File: src/rtl/dcache_axi_config.svh
`ifndef DCACHE_AXI_CONFIG_SVH
`define DCACHE_AXI_CONFIG_SVH

// bus and line geometry
`define DCA_ADDR_W      64
`define DCA_BEAT_W      64
`define DCA_LINE_W      256
`define DCA_BEATS       4
`define DCA_STRB_W      8

// fixed burst attributes, one line per burst
`define DCA_BURST_LEN   8'd3    // beats minus one
`define DCA_BURST_SIZE  3'd3    // 8 bytes per beat
`define DCA_BURST_TYPE  2'b01   // INCR
`define DCA_AXI_ID      1

`endif
File: src/rtl/axi_burst_pkg.sv
`include "dcache_axi_config.svh"

package axi_burst_pkg;

    typedef logic [1:0] axi_resp_t;

    localparam axi_resp_t RESP_OKAY   = 2'b00;
    localparam axi_resp_t RESP_SLVERR = 2'b10;

    // shared by AR and AW
    typedef struct packed {
        logic [`DCA_ADDR_W-1:0] addr;
        logic [7:0]             len;
        logic [2:0]             size;
        logic [1:0]             burst;
    } axi_ax_t;

    typedef struct packed {
        logic [`DCA_BEAT_W-1:0] data;
        logic [`DCA_STRB_W-1:0] strb;
        logic                   last;
    } axi_w_t;

    typedef struct packed {
        logic [`DCA_BEAT_W-1:0] data;
        axi_resp_t              resp;
        logic                   last;
    } axi_r_t;

    typedef struct packed {
        axi_resp_t resp;
    } axi_b_t;

endpackage

File: src/rtl/dcache_req_pkg.sv
`include "dcache_axi_config.svh"

package dcache_req_pkg;

    typedef logic [`DCA_ADDR_W-1:0]         line_addr_t;
    typedef logic [`DCA_BEAT_W-1:0]         beat_t;
    typedef logic [`DCA_LINE_W-1:0]         line_t;
    typedef logic [`DCA_STRB_W-1:0]         byte_mask_t;
    typedef logic [$clog2(`DCA_BEATS)-1:0]  beat_idx_t;

    typedef struct packed {
        line_addr_t addr;
    } refill_req_t;

    typedef struct packed {
        line_addr_t addr;
        line_t      data;
        byte_mask_t mask;   // same strobe on every beat
    } evict_req_t;

    typedef struct packed {
        line_t                  data;
        axi_burst_pkg::axi_resp_t resp;
    } refill_rsp_t;

    typedef struct packed {
        axi_burst_pkg::axi_resp_t resp;
    } evict_rsp_t;

    typedef enum logic [1:0] {WR_IDLE, WR_ADDR, WR_DATA, WR_RESP} wr_state_e;
    typedef enum logic [1:0] {RD_IDLE, RD_ADDR, RD_DATA} rd_state_e;

endpackage

File: src/rtl/dcache_axi_bridge.sv
`timescale 1ns/1ps

module dcache_axi_bridge (
    input  logic                        clock,
    input  logic                        reset,
    // cache side
    input  logic                        refill_valid_i,
    input  dcache_req_pkg::refill_req_t refill_req_i,
    output logic                        refill_ready_o,
    output logic                        refill_done_o,
    output dcache_req_pkg::refill_rsp_t refill_rsp_o,
    input  logic                        evict_valid_i,
    input  dcache_req_pkg::evict_req_t  evict_req_i,
    output logic                        evict_ready_o,
    output logic                        evict_done_o,
    output dcache_req_pkg::evict_rsp_t  evict_rsp_o,
    // AXI side
    output axi_burst_pkg::axi_ax_t      ar_o,
    output logic                        ar_valid_o,
    input  logic                        ar_ready_i,
    input  axi_burst_pkg::axi_r_t       r_i,
    input  logic                        r_valid_i,
    output logic                        r_ready_o,
    output axi_burst_pkg::axi_ax_t      aw_o,
    output logic                        aw_valid_o,
    input  logic                        aw_ready_i,
    output axi_burst_pkg::axi_w_t       w_o,
    output logic                        w_valid_o,
    input  logic                        w_ready_i,
    input  axi_burst_pkg::axi_b_t       b_i,
    input  logic                        b_valid_i,
    output logic                        b_ready_o
);

    logic wr_capture, wr_advance, wr_last_beat;
    logic rd_capture, rd_advance, rd_last_beat;
    dcache_req_pkg::beat_idx_t wr_idx, rd_idx;

    burst_ctrl_fsm u_fsm (
        .clock_i        (clock),
        .reset_i        (reset),
        .refill_valid_i (refill_valid_i),
        .evict_valid_i  (evict_valid_i),
        .refill_ready_o (refill_ready_o),
        .evict_ready_o  (evict_ready_o),
        .ar_valid_o     (ar_valid_o),
        .ar_ready_i     (ar_ready_i),
        .r_valid_i      (r_valid_i),
        .r_last_i       (r_i.last),
        .r_ready_o      (r_ready_o),
        .aw_valid_o     (aw_valid_o),
        .aw_ready_i     (aw_ready_i),
        .w_valid_o      (w_valid_o),
        .w_ready_i      (w_ready_i),
        .b_valid_i      (b_valid_i),
        .b_ready_o      (b_ready_o),
        .wr_last_beat_i (wr_last_beat),
        .rd_last_beat_i (rd_last_beat),
        .wr_capture_o   (wr_capture),
        .wr_advance_o   (wr_advance),
        .rd_capture_o   (rd_capture),
        .rd_advance_o   (rd_advance),
        .refill_done_o  (refill_done_o),
        .evict_done_o   (evict_done_o)
    );

    beat_counter u_wr_cnt (
        .clock_i     (clock),
        .reset_i     (reset),
        .clear_i     (wr_capture),
        .advance_i   (wr_advance),
        .beat_idx_o  (wr_idx),
        .last_beat_o (wr_last_beat)
    );

    beat_counter u_rd_cnt (
        .clock_i     (clock),
        .reset_i     (reset),
        .clear_i     (rd_capture),
        .advance_i   (rd_advance),
        .beat_idx_o  (rd_idx),
        .last_beat_o (rd_last_beat)
    );

    evict_line_buffer u_evict_buf (
        .clock_i     (clock),
        .capture_i   (wr_capture),
        .req_i       (evict_req_i),
        .beat_idx_i  (wr_idx),
        .last_beat_i (wr_last_beat),
        .b_en_i      (b_valid_i),     // B only arrives in WR_RESP
        .b_i         (b_i),
        .aw_o        (aw_o),
        .w_o         (w_o),
        .rsp_o       (evict_rsp_o)
    );

    refill_line_buffer u_refill_buf (
        .clock_i    (clock),
        .reset_i    (reset),
        .capture_i  (rd_capture),
        .req_i      (refill_req_i),
        .beat_en_i  (rd_advance),
        .beat_idx_i (rd_idx),
        .r_i        (r_i),
        .ar_o       (ar_o),
        .rsp_o      (refill_rsp_o)
    );

endmodule

File: src/rtl/burst_ctrl_fsm.sv
`timescale 1ns/1ps

module burst_ctrl_fsm (
    input  logic clock_i,
    input  logic reset_i,
    input  logic refill_valid_i,
    input  logic evict_valid_i,
    output logic refill_ready_o,
    output logic evict_ready_o,
    output logic ar_valid_o,
    input  logic ar_ready_i,
    input  logic r_valid_i,
    input  logic r_last_i,
    output logic r_ready_o,
    output logic aw_valid_o,
    input  logic aw_ready_i,
    output logic w_valid_o,
    input  logic w_ready_i,
    input  logic b_valid_i,
    output logic b_ready_o,
    input  logic wr_last_beat_i,
    input  logic rd_last_beat_i,
    output logic wr_capture_o,
    output logic wr_advance_o,
    output logic rd_capture_o,
    output logic rd_advance_o,
    output logic refill_done_o,
    output logic evict_done_o
);

    dcache_req_pkg::wr_state_e wr_state_q, wr_state_d;
    dcache_req_pkg::rd_state_e rd_state_q, rd_state_d;

    always_ff @(posedge clock_i or negedge reset_i) begin
        if (!reset_i) begin
            wr_state_q    <= dcache_req_pkg::WR_IDLE;
            rd_state_q    <= dcache_req_pkg::RD_IDLE;
            evict_done_o  <= 1'b0;
            refill_done_o <= 1'b0;
        end else begin
            wr_state_q    <= wr_state_d;
            rd_state_q    <= rd_state_d;
            evict_done_o  <= b_valid_i && b_ready_o;    // one cycle after B
            refill_done_o <= rd_advance_o && r_last_i;  // one cycle after last R
        end
    end

    // write direction
    always_comb begin
        wr_state_d = wr_state_q;
        case (wr_state_q)
            dcache_req_pkg::WR_IDLE: if (evict_valid_i) wr_state_d = dcache_req_pkg::WR_ADDR;
            dcache_req_pkg::WR_ADDR: if (aw_ready_i) wr_state_d = dcache_req_pkg::WR_DATA;
            dcache_req_pkg::WR_DATA: begin
                if (wr_advance_o && wr_last_beat_i) wr_state_d = dcache_req_pkg::WR_RESP;
            end
            dcache_req_pkg::WR_RESP: if (b_valid_i) wr_state_d = dcache_req_pkg::WR_IDLE;
            default: wr_state_d = dcache_req_pkg::WR_IDLE;
        endcase
    end

    assign evict_ready_o = (wr_state_q == dcache_req_pkg::WR_IDLE);
    assign aw_valid_o    = (wr_state_q == dcache_req_pkg::WR_ADDR);
    assign w_valid_o     = (wr_state_q == dcache_req_pkg::WR_DATA);
    assign b_ready_o     = (wr_state_q == dcache_req_pkg::WR_RESP);
    assign wr_capture_o  = evict_valid_i && evict_ready_o;
    assign wr_advance_o  = w_valid_o && w_ready_i;

    // read direction, runs beside the write side
    always_comb begin
        rd_state_d = rd_state_q;
        case (rd_state_q)
            dcache_req_pkg::RD_IDLE: if (refill_valid_i) rd_state_d = dcache_req_pkg::RD_ADDR;
            dcache_req_pkg::RD_ADDR: if (ar_ready_i) rd_state_d = dcache_req_pkg::RD_DATA;
            dcache_req_pkg::RD_DATA: if (rd_advance_o && r_last_i) rd_state_d = dcache_req_pkg::RD_IDLE;
            default: rd_state_d = dcache_req_pkg::RD_IDLE;
        endcase
    end

    assign refill_ready_o = (rd_state_q == dcache_req_pkg::RD_IDLE);
    assign ar_valid_o     = (rd_state_q == dcache_req_pkg::RD_ADDR);
    assign r_ready_o      = (rd_state_q == dcache_req_pkg::RD_DATA);
    assign rd_capture_o   = refill_valid_i && refill_ready_o;
    assign rd_advance_o   = r_valid_i && r_ready_o;

    a_aw_hold: assert property (@(posedge clock_i) disable iff (!reset_i)
        aw_valid_o && !aw_ready_i |=> aw_valid_o);

    a_ar_hold: assert property (@(posedge clock_i) disable iff (!reset_i)
        ar_valid_o && !ar_ready_i |=> ar_valid_o);

    // slave last flag must line up with our beat count
    a_r_last_terminal: assert property (@(posedge clock_i) disable iff (!reset_i)
        rd_advance_o && r_last_i |-> rd_last_beat_i);

    // evict response is taken on B valid alone, so B may only show up while waiting
    a_b_in_resp: assert property (@(posedge clock_i) disable iff (!reset_i)
        b_valid_i |-> b_ready_o);

endmodule

File: src/rtl/refill_line_buffer.sv
`timescale 1ns/1ps
`include "dcache_axi_config.svh"

module refill_line_buffer (
    input  logic                        clock_i,
    input  logic                        reset_i,
    input  logic                        capture_i,
    input  dcache_req_pkg::refill_req_t req_i,
    input  logic                        beat_en_i,
    input  dcache_req_pkg::beat_idx_t   beat_idx_i,
    input  axi_burst_pkg::axi_r_t       r_i,
    output axi_burst_pkg::axi_ax_t      ar_o,
    output dcache_req_pkg::refill_rsp_t rsp_o
);

    dcache_req_pkg::line_addr_t addr_q;
    dcache_req_pkg::line_t      line_q;
    axi_burst_pkg::axi_resp_t   worst_q;

    always_ff @(posedge clock_i) begin
        if (capture_i) begin
            addr_q <= req_i.addr;
        end
        if (beat_en_i) begin
            line_q[beat_idx_i*`DCA_BEAT_W +: `DCA_BEAT_W] <= r_i.data;
        end
    end

    // higher code is the worse response
    always_ff @(posedge clock_i or negedge reset_i) begin
        if (!reset_i) begin
            worst_q <= axi_burst_pkg::RESP_OKAY;
        end else if (capture_i) begin
            worst_q <= axi_burst_pkg::RESP_OKAY;
        end else if (beat_en_i && (r_i.resp > worst_q)) begin
            worst_q <= r_i.resp;
        end
    end

    assign ar_o.addr  = addr_q;
    assign ar_o.len   = `DCA_BURST_LEN;
    assign ar_o.size  = `DCA_BURST_SIZE;
    assign ar_o.burst = `DCA_BURST_TYPE;

    assign rsp_o.data = line_q;   // complete one cycle after the last beat
    assign rsp_o.resp = worst_q;

endmodule

File: src/rtl/evict_line_buffer.sv
`timescale 1ns/1ps
`include "dcache_axi_config.svh"

module evict_line_buffer (
    input  logic                       clock_i,
    input  logic                       capture_i,
    input  dcache_req_pkg::evict_req_t req_i,
    input  dcache_req_pkg::beat_idx_t  beat_idx_i,
    input  logic                       last_beat_i,
    input  logic                       b_en_i,
    input  axi_burst_pkg::axi_b_t      b_i,
    output axi_burst_pkg::axi_ax_t     aw_o,
    output axi_burst_pkg::axi_w_t      w_o,
    output dcache_req_pkg::evict_rsp_t rsp_o
);

    dcache_req_pkg::evict_req_t req_q;
    dcache_req_pkg::evict_rsp_t rsp_q;

    always_ff @(posedge clock_i) begin
        if (capture_i) begin
            req_q <= req_i;
        end
        if (b_en_i) begin
            rsp_q.resp <= b_i.resp;   // held for the done pulse
        end
    end

    // address phase, fixed one-line INCR burst
    assign aw_o.addr  = req_q.addr;
    assign aw_o.len   = `DCA_BURST_LEN;
    assign aw_o.size  = `DCA_BURST_SIZE;
    assign aw_o.burst = `DCA_BURST_TYPE;

    // beat 0 sits in the low bits of the line
    assign w_o.data = req_q.data[beat_idx_i*`DCA_BEAT_W +: `DCA_BEAT_W];
    assign w_o.strb = req_q.mask;
    assign w_o.last = last_beat_i;

    assign rsp_o = rsp_q;

endmodule

File: src/rtl/beat_counter.sv
`timescale 1ns/1ps
`include "dcache_axi_config.svh"

module beat_counter (
    input  logic                      clock_i,
    input  logic                      reset_i,
    input  logic                      clear_i,
    input  logic                      advance_i,
    output dcache_req_pkg::beat_idx_t beat_idx_o,
    output logic                      last_beat_o
);

    dcache_req_pkg::beat_idx_t idx_q;

    always_ff @(posedge clock_i or negedge reset_i) begin
        if (!reset_i) begin
            idx_q <= '0;
        end else if (clear_i) begin
            idx_q <= '0;               // new burst
        end else if (advance_i) begin
            idx_q <= idx_q + 1'b1;     // wraps after terminal beat
        end
    end

    assign beat_idx_o  = idx_q;
    assign last_beat_o = (idx_q == dcache_req_pkg::beat_idx_t'(`DCA_BEATS - 1));

    // once the terminal beat is taken nothing moves until the next capture
    a_no_overrun: assert property (@(posedge clock_i) disable iff (!reset_i)
        advance_i && last_beat_o |=> (!advance_i until clear_i));

endmodule

File: config.mk
export PLATFORM = sky130hd
export DESIGN_NAME = dcache_axi_bridge
export DESIGN_NICKNAME = d
export VERILOG_FILES = /design/src/rtl/axi_burst_pkg.sv /design/src/rtl/dcache_req_pkg.sv /design/src/rtl/dcache_axi_bridge.sv /design/src/rtl/burst_ctrl_fsm.sv /design/src/rtl/refill_line_buffer.sv /design/src/rtl/evict_line_buffer.sv /design/src/rtl/beat_counter.sv
export VERILOG_INCLUDE_DIRS = /design/src /design/src/rtl
export SDC_FILE = /design/constraint.sdc
export NUM_CORES = 1
export LEC_CHECK = 0
export ABC_AREA = 1
export BUFFER_PORTS_ARGS = -buffer_cell sky130_fd_sc_hd__buf_2
export CAP_MARGIN = 20
export CORE_AREA = 2 2 378 380
export DETAILED_ROUTE_END_ITERATION = 8
export DIE_AREA = 0 0 380 382
export PLACE_DENSITY_LB_ADDON = 0.15
export SYNTH_ARGS = -nofsm -noshare
export SYNTH_HDL_FRONTEND = slang
export SYNTH_SLANG_ARGS = --single-unit
File: constraint.sdc
create_clock -name clock -period 19.4 [get_ports clock]
set_input_delay 3.88 -clock clock [delete_from_list [all_inputs] [get_ports clock]]
set_output_delay 3.88 -clock clock [all_outputs]
set_load 0.01 [all_outputs]
==> results.yml, run 1 <==
outcome:
  outcome: "finished, final reports clean"
clock_tree:
  post_cts_resized: 0
  cts_tree: "yes"
  ctsHoldBuffers: 0
  clk_latency_ps: 670
  cts_root_buffer: "clkbuf_16"
  postCtsSetupBuffers: 0
  clkTransAtPathRegs_ps: 60
  htree_levels: 3
  cts.sinks: 662
  numCtsBuffers: 83
  clk_path_buf_depth: 3
min_path:
  hold_path_class: "register to register"
  whs_path_depth: 1
  holdPathEnd: "u_fsm.rd_state_q[0]$_DFFE_PN0P_"
  min-delay-start: "u_fsm.rd_state_q[1]$_DFFE_PN0P_"
logic_synthesis:
  async_flop_share_pct: 1.813
  avgSynthCellArea_um2: 15.04
  synth_mux_area_share_pct: 0
  synthCells: 1630
  synthFlopType: "edfxtp_1"
  synthXorXnorAreaFrac_pct: 0
  yosysWarningCount: 0
  yosys.cell_types.count: 24
  ys_ff_latch: 662
  synth_edf_count: 650
  synthTopCellsByArea: "edfxtp_1, nor2_1, buf_4"
  netlist_area_mm2: 0.02452
  synth_top_family_by_area: "simple AND/OR/NAND/NOR gates"
  synthSimpleGateAreaFrac_pct: 7.679
  netlist.area_leader.share_pct: 79.60
  synth_top_area_cell: "edfxtp_1"
  synth_fa_ha_area_share_pct: 0.6123
  synth_compound_area_share_pct: 4.475
  ys_seq_area_share_pct: 80.82
timing:
  slew_headroom_pct: 37.36
  setup_viol: 0
  whs_ps: 509.2
  skew_ps: 25.75
  tightest_slew_ps: 939.6
  rsz0062_at_grt: "false"
  period_needed_ps: 7487
  finalHoldViolations: 0
  finalCritPeriodShare_pct: 38.59
  fin_setup_tns_ps: 0
  fmax_ghz: 0.1336
  drv_slew: 0
global_routing:
  grt_pass1_vias: 16995
  antenna_found_initial: 65
  grt_overflow_total: 0
  grt_pass1_wl_mm: 130.6
  grt_max_degree: 146
  grt_usage_pct: 12.59
placement:
  place_hpwl_mm: 69.71
  dp_cells: 4332
  routabilityCongestion: 0.7860
  place_area_mm2: 0.03066
  io_buffers: 939
cells_and_area:
  fin_util_pct: 23.57
  fillerInstances: 15194
  area_growth_pct: 35.40
  drive_gt1_share_pct: 41.73
  final_nets: 3009
  final_cell_mix: "buf_2, edfxtp_1, nor2_1"
  final_area_mm2: 0.03320
  fin_cells: 4487
  layout_commonest_cell: "buf_2"
routing:
  drt-pass1-iter-count: 5
  wl_mm: 94.35
  drt-initial-drc-count: 833
  ant_nets: 0
  avgRoutedWirePerCell_um: 21.03
  vias: 16314
  drc_errors: 0
  vias_per_cell: 3.636
power_and_ir_drop:
  vdd_drop_max_v: 0.00008635
  p_per_area_mw_per_mm2: 139.0
  leakage_nw: 12.77
setup_path:
  critical_path_class: "register to output pin"
  crit_required_ps: 15520
  r2r_end: "u_evict_buf.req_q[187]$_DFFE_PP_"
  worstPathArrival_ps: 3610
  crit_fanout: 80
  r2r_start: "u_fsm.wr_state_q[1]$_DFFE_PN0P_"
  crit_family: "buffers and inverters"
  rrSetupSlack_ps: 15710
  crit_buf_inv: 3
  reg2regPathDepth: 6
  cp-end-kind: "output pin"
  critPathLaunchType: "register"
  worst_path_max_delay_cell: "buf_4"
  max_stage_delay_ps: 770
  cp_cell_sequence: "inv_4 > buf_4 > o21ai_0 > o22ai_1 > buf_2"
floorplan:
  ios: 966
  row_count: 138
  chipWidth_um: 380
  die_h_um: 382
  core-area_mm2: 0.1409
  initial_core_util_pct: 17.40
  die-area_mm2: 0.1452
run:
  max_cap_violations: 0
==> sequential cells by signal, indices dropped and copies added, names as in the netlist <==
name	flops
u_wr_cnt.beat_idx_o	2
u_evict_buf.aw_o	64
u_refill_buf.line_q	256
u_fsm.wr_state_q	2
u_refill_buf.worst_q	2
u_evict_buf.rsp_o	2
u_fsm.evict_done_o	1
u_evict_buf.w_o	8
u_fsm.refill_done_o	1
u_evict_buf.req_q	256
u_rd_cnt.beat_idx_o	2
u_fsm.rd_state_q	2
u_refill_buf.addr_q	64
==> how the worst max path moves through the flow <==
| stage | slack, ps | start | to | depth (start not counted) |
|---|---|---|---|---|
| 3_3_place_gp | 12410 | u_wr_cnt.beat_idx_o[0]$_DFFE_PN0P_ | w_o[68] | 5 |
| 3_5_place_dp | 12370 | u_wr_cnt.beat_idx_o[0]$_DFFE_PN0P_ | w_o[68] | 5 |
| 6_report | 11910 | u_wr_cnt.beat_idx_o[0]$_DFFE_PN0P_ | w_o[68] | 5 |
| 4_1_cts | 11580 | u_wr_cnt.beat_idx_o[0]$_DFFE_PN0P_ | w_o[68] | 5 |
| 2_1_floorplan | 8420 | evict_valid_i | u_evict_buf.aw_o[13]$_DFFE_PP_ | 2 |
| 5_1_grt | 11520 | u_wr_cnt.beat_idx_o[0]$_DFFE_PN0P_ | w_o[68] | 5 |
==> cell type report <==
class | count | area (um2) | share of cell area (%)
Sequential cell | 662 | 19820 | 59.71
Timing Repair Buffer | 959 | 4862 | 14.64
Multi-Input combinational cell | 731 | 3261 | 9.820
Tap cell | 1890 | 2365 | 7.122
Clock buffer | 103 | 2216 | 6.674
Inverter | 90 | 347.8 | 1.048
Clock inverter | 43 | 305.3 | 0.9195
Antenna cell | 9 | 22.52 | 0.06783
==> worst reg2reg max path, stage by stage (launching register included) <==
cell and delay [ps]:
dfrtp_1 410, inv_1 110, ha_1 220, nand2_1 170, inv_8 610, buf_12 720
buf_4 1050
==> cells by family after synthesis <==
family	Yosys count
adders and majority gates	12
and+or+nand+nor	491
buffers and inverters	261
DFF	662
AOI/OAI and AO/OA	202
other	2
==> power by group <==
group	total [mW]	leakage [nW]	internal [mW]	switching, mW
registers	1.96	6.14	1.88	0.0812
clock network	1.48	1.22	0.847	0.630
logic	1.18	5.40	0.315	0.868
total	4.62	12.8	3.04	1.58
==> Yosys cell counts (12+ instances only) <==
library cell / n
o22ai_1: 65
buf_6: 22
nor2_1: 396
o21ai_0: 113
inv_1: 87
buf_4: 106
clkbuf_1: 25
ha_1: 12
buf_2: 18
edfxtp_1: 650
dfrtp_1: 12
nand2_1: 85
o21ai_1: 21
==> through the flow <==
step | setup slack (ps) | power, mW
final | 11910 | 4.615
after global routing | 11520 | 4.885
after CTS | 11580 | 4.753
after detailed placement | 12370 | 3.238
after global placement | 12410 | 3.244
after floorplan | 8422 | 2.731
==> layer usage <==
layer  wire [um]  GRT usage [%]
met1       36760          14.21
met2       45850          21.41
met5         598              0
met4        2017          2.969
met3        9124          5.959
(Power assumes the default switching activity.)
==> inputs of run 2 (changes only) <==
- ABC_AREA: 1 -> 0
- CORE_AREA: 2 2 378 380 -> 2 2 381 383
- DIE_AREA: 0 0 380 382 -> 0 0 383 385
- clock period: 19.4 -> 6.4 ns (I/O delays scaled with it)
==> run 2 against run 1 <==
  * Sequential share of layout area shrank 0.95 points
  * Power rose to 2.9 times the previous value
  * Via count down 11%
  * Area after synthesis shrank 0.59%
  * Routed wire length grew 5.6%
  * Sequential cell count did not move
  * Count of clock-buffer cells in the layout is 9 higher
  * Clock power increased to 3.4 times the previous value
  * First-iteration DRC count is 9.6% lower
  * Die area up 1.6%
  * Synthesized cell count shrank 27%
  * Critical path type unchanged
==> results.yml, run 2 <==
setup_path:
  r2r_end: "u_refill_buf.line_q[204]$_DFFE_PP_"
  critPathLaunchType: "register"
  worstPathArrival_ps: 2750
  rrSetupSlack_ps: 3420
  crit_required_ps: 5120
  crit_start: "u_wr_cnt.beat_idx_o[1]$_DFFE_PN0P_"
  crit_fanout: 36
  cp-end-kind: "output pin"
  critical_path_class: "register to output pin"
  reg2regPathDepth: 5
  cp_cell_sequence: "buf_4 > mux4_2 > buf_2"
  max_stage_delay_ps: 770
  r2r_start: "u_rd_cnt.beat_idx_o[0]$_DFFE_PN0P_"
  worst_path_max_delay_cell: "dfrtp_4"
cells_and_area:
  area_growth_pct: 38.41
  fin_util_pct: 23.57
  layout_commonest_cell: "buf_2"
  drive_gt1_share_pct: 54.62
  final_cell_mix: "buf_2, edfxtp_1, and2_1"
  final_nets: 2597
  layout_top_registers: "u_evict_buf.req_q x256, u_refill_buf.line_q x256"
logic_synthesis:
  async_flop_share_pct: 1.813
  synthCells: 1189
  synth_edf_count: 650
  synth_common_cells: "edfxtp_1, and2_1, buf_4, mux4_2, and2_2"
  netlist_area_mm2: 0.02438
  synth_top_area_cell: "edfxtp_1"
  ys_seq_area_share_pct: 81.30
  netlist.area_leader.share_pct: 80.07
  avgSynthCellArea_um2: 20.50
  synth_top_family_by_area: "simple AND/OR/NAND/NOR gates"
  synthSimpleGateAreaFrac_pct: 7.663
  ys_ff_latch: 662
  synthFlopType: "edfxtp_1"
  yosys.cell_types.count: 37
  synthTopCellsByArea: "edfxtp_1, and2_1, mux4_2"
  yosysWarningCount: 0
  yosysMostFrequentCell: "edfxtp_1"
  synthXorXnorAreaFrac_pct: 0.07185
  synth_fa_ha_area_share_pct: 0.6159
  synth_compound_area_share_pct: 0.2412
  synth_mux_area_share_pct: 6.087
placement:
  routabilityCongestion: 0.8726
  dp_slack_ps: 2970
  io_buffers: 939
  place_hpwl_mm: 76.67
floorplan:
  initial_core_util_pct: 17.03
  ios: 966
  row_count: 139
  chipWidth_um: 383
  die_h_um: 385
  die-area_mm2: 0.1475
  core-area_mm2: 0.1431
timing:
  worst_slack_ps: 2374
  fin_setup_tns_ps: 0
  finalCritPeriodShare_pct: 62.91
  fmax_ghz: 0.2484
  drv_slew: 0
  rsz0062_at_grt: "false"
  whs_ps: 545.1
  finalHoldViolations: 0
  slew_headroom_pct: 31.75
  period_needed_ps: 4026
  skew_ps: 42.32
  setup_viol: 0
  tightest_slew_ps: 1024
power_and_ir_drop:
  leakage_nw: 13.39
  vdd_drop_max_v: 0.0001929
  p_per_area_mw_per_mm2: 392.4
clock_tree:
  cts_tree: "yes"
  ctsHoldBuffers: 0
  cts_root_buffer: "clkbuf_16"
  clk_latency_ps: 700
  clk_path_buf_depth: 3
  numCtsBuffers: 88
  post_cts_resized: 0
  cts.sinks: 662
  htree_levels: 3
  postCtsSetupBuffers: 0
  clkTransAtPathRegs_ps: 60
global_routing:
  grt_usage_pct: 13.09
  grt_pass1_wl_mm: 132.0
  grt_overflow_total: 0
  grt_pass1_vias: 15585
  antenna_found_initial: 66
  grt_max_degree: 169
routing:
  vias: 14496
  drt-initial-drc-count: 753
  drc_errors: 0
  wl_mm: 99.66
  vias_per_cell: 3.536
  ant_nets: 0
  avgRoutedWirePerCell_um: 24.31
  drt-pass1-iter-count: 5
min_path:
  hold_path_class: "input pin to async pin"
outcome:
  outcome: "finished, final reports clean"
run:
  max_cap_violations: 0
## run 2: cell types whose count changed in the layout (fill, tap and decap cells not counted), sizes merged, moves of 8 or more
| cell | previous run | this run |
|---|---|---|
| and2 | 0 | 263 |
| o21ai | 134 | 1 |
| clkbuf | 103 | 112 |
| nand2 | 86 | 5 |
| mux4 | 0 | 64 |
| buf | 959 | 951 |
| nor2 | 397 | 5 |
| inv | 94 | 13 |
| o22ai | 65 | 0 |
## run 2: worst max path at each step
stage                                              to  slack [ps]
finish                                        w_o[48]        2370
global route                                  w_o[48]        2190
CTS                                           w_o[48]        2190
detailed placement                            w_o[48]        2970
global placement    u_refill_buf.line_q[35]$_DFFE_PP_        2950
floorplan              u_evict_buf.aw_o[13]$_DFFE_PP_         630
## run 2: cells by family (layout without fill, tap and decap cells)
family / Yosys count / in the layout
flip-flops: 662 / 662
AND/OR/NAND/NOR: 288 / 288
buffers and inverters: 148 / 1121
multiplexers: 68 / 68
adder cells (fa/ha/maj): 12 / 12
AO/OA/AOI/OAI: 7 / 7
other: 2 / 37
XOR/XNOR: 2 / 2
## run 2: worst max-delay path: cells and delay by family, from the launching register on
| kind | cells | cell delay [ps] |
|---|---|---|
| buf+inv | 2 | 760 |
| flops | 1 | 770 |
| mux | 1 | 480 |
## run 2: per-stage QoR
step / instances / total power, mW / instance area, um2
floorplan: 1213 / 7.313 / 24470
finish: 4100 / 13.24 / 33740
CTS: 4089 / 13.57 / 33710
global route: 4090 / 13.87 / 33720
detailed placement: 3928 / 8.479 / 30760
global placement: 3928 / 8.447 / 30760
## run 2: report_power, final
group	switching [mW]	internal [mW]	total (mW)	leakage (nW)
Combinational	1.49	0.960	2.45	5.49
Clock	2.03	2.95	4.98	1.43
Sequential	0.257	5.55	5.81	6.47
Total	3.78	9.46	13.2	13.4
## run 2: layout make-up
cell class                      instances  area, um2
Antenna cell                           11      27.53
Clock buffer                          112       2384
Clock inverter                         49      569.3
Fill cell                           15054     109400
Inverter                                9      33.78
Multi-Input combinational cell        403       3694
Sequential cell                       662      19830
Tap cell                             1903       2381
Timing Repair Buffer                  951       4827
## run 2: routing by layer
metal	global-route usage (%)	vias up	part of all wire [%]
li1	-	6242	-
met5	0	-	0.39
met3	7.438	185	13
met2	22.13	763	49
met4	3.952	64	2.8
met1	13.79	7242	35
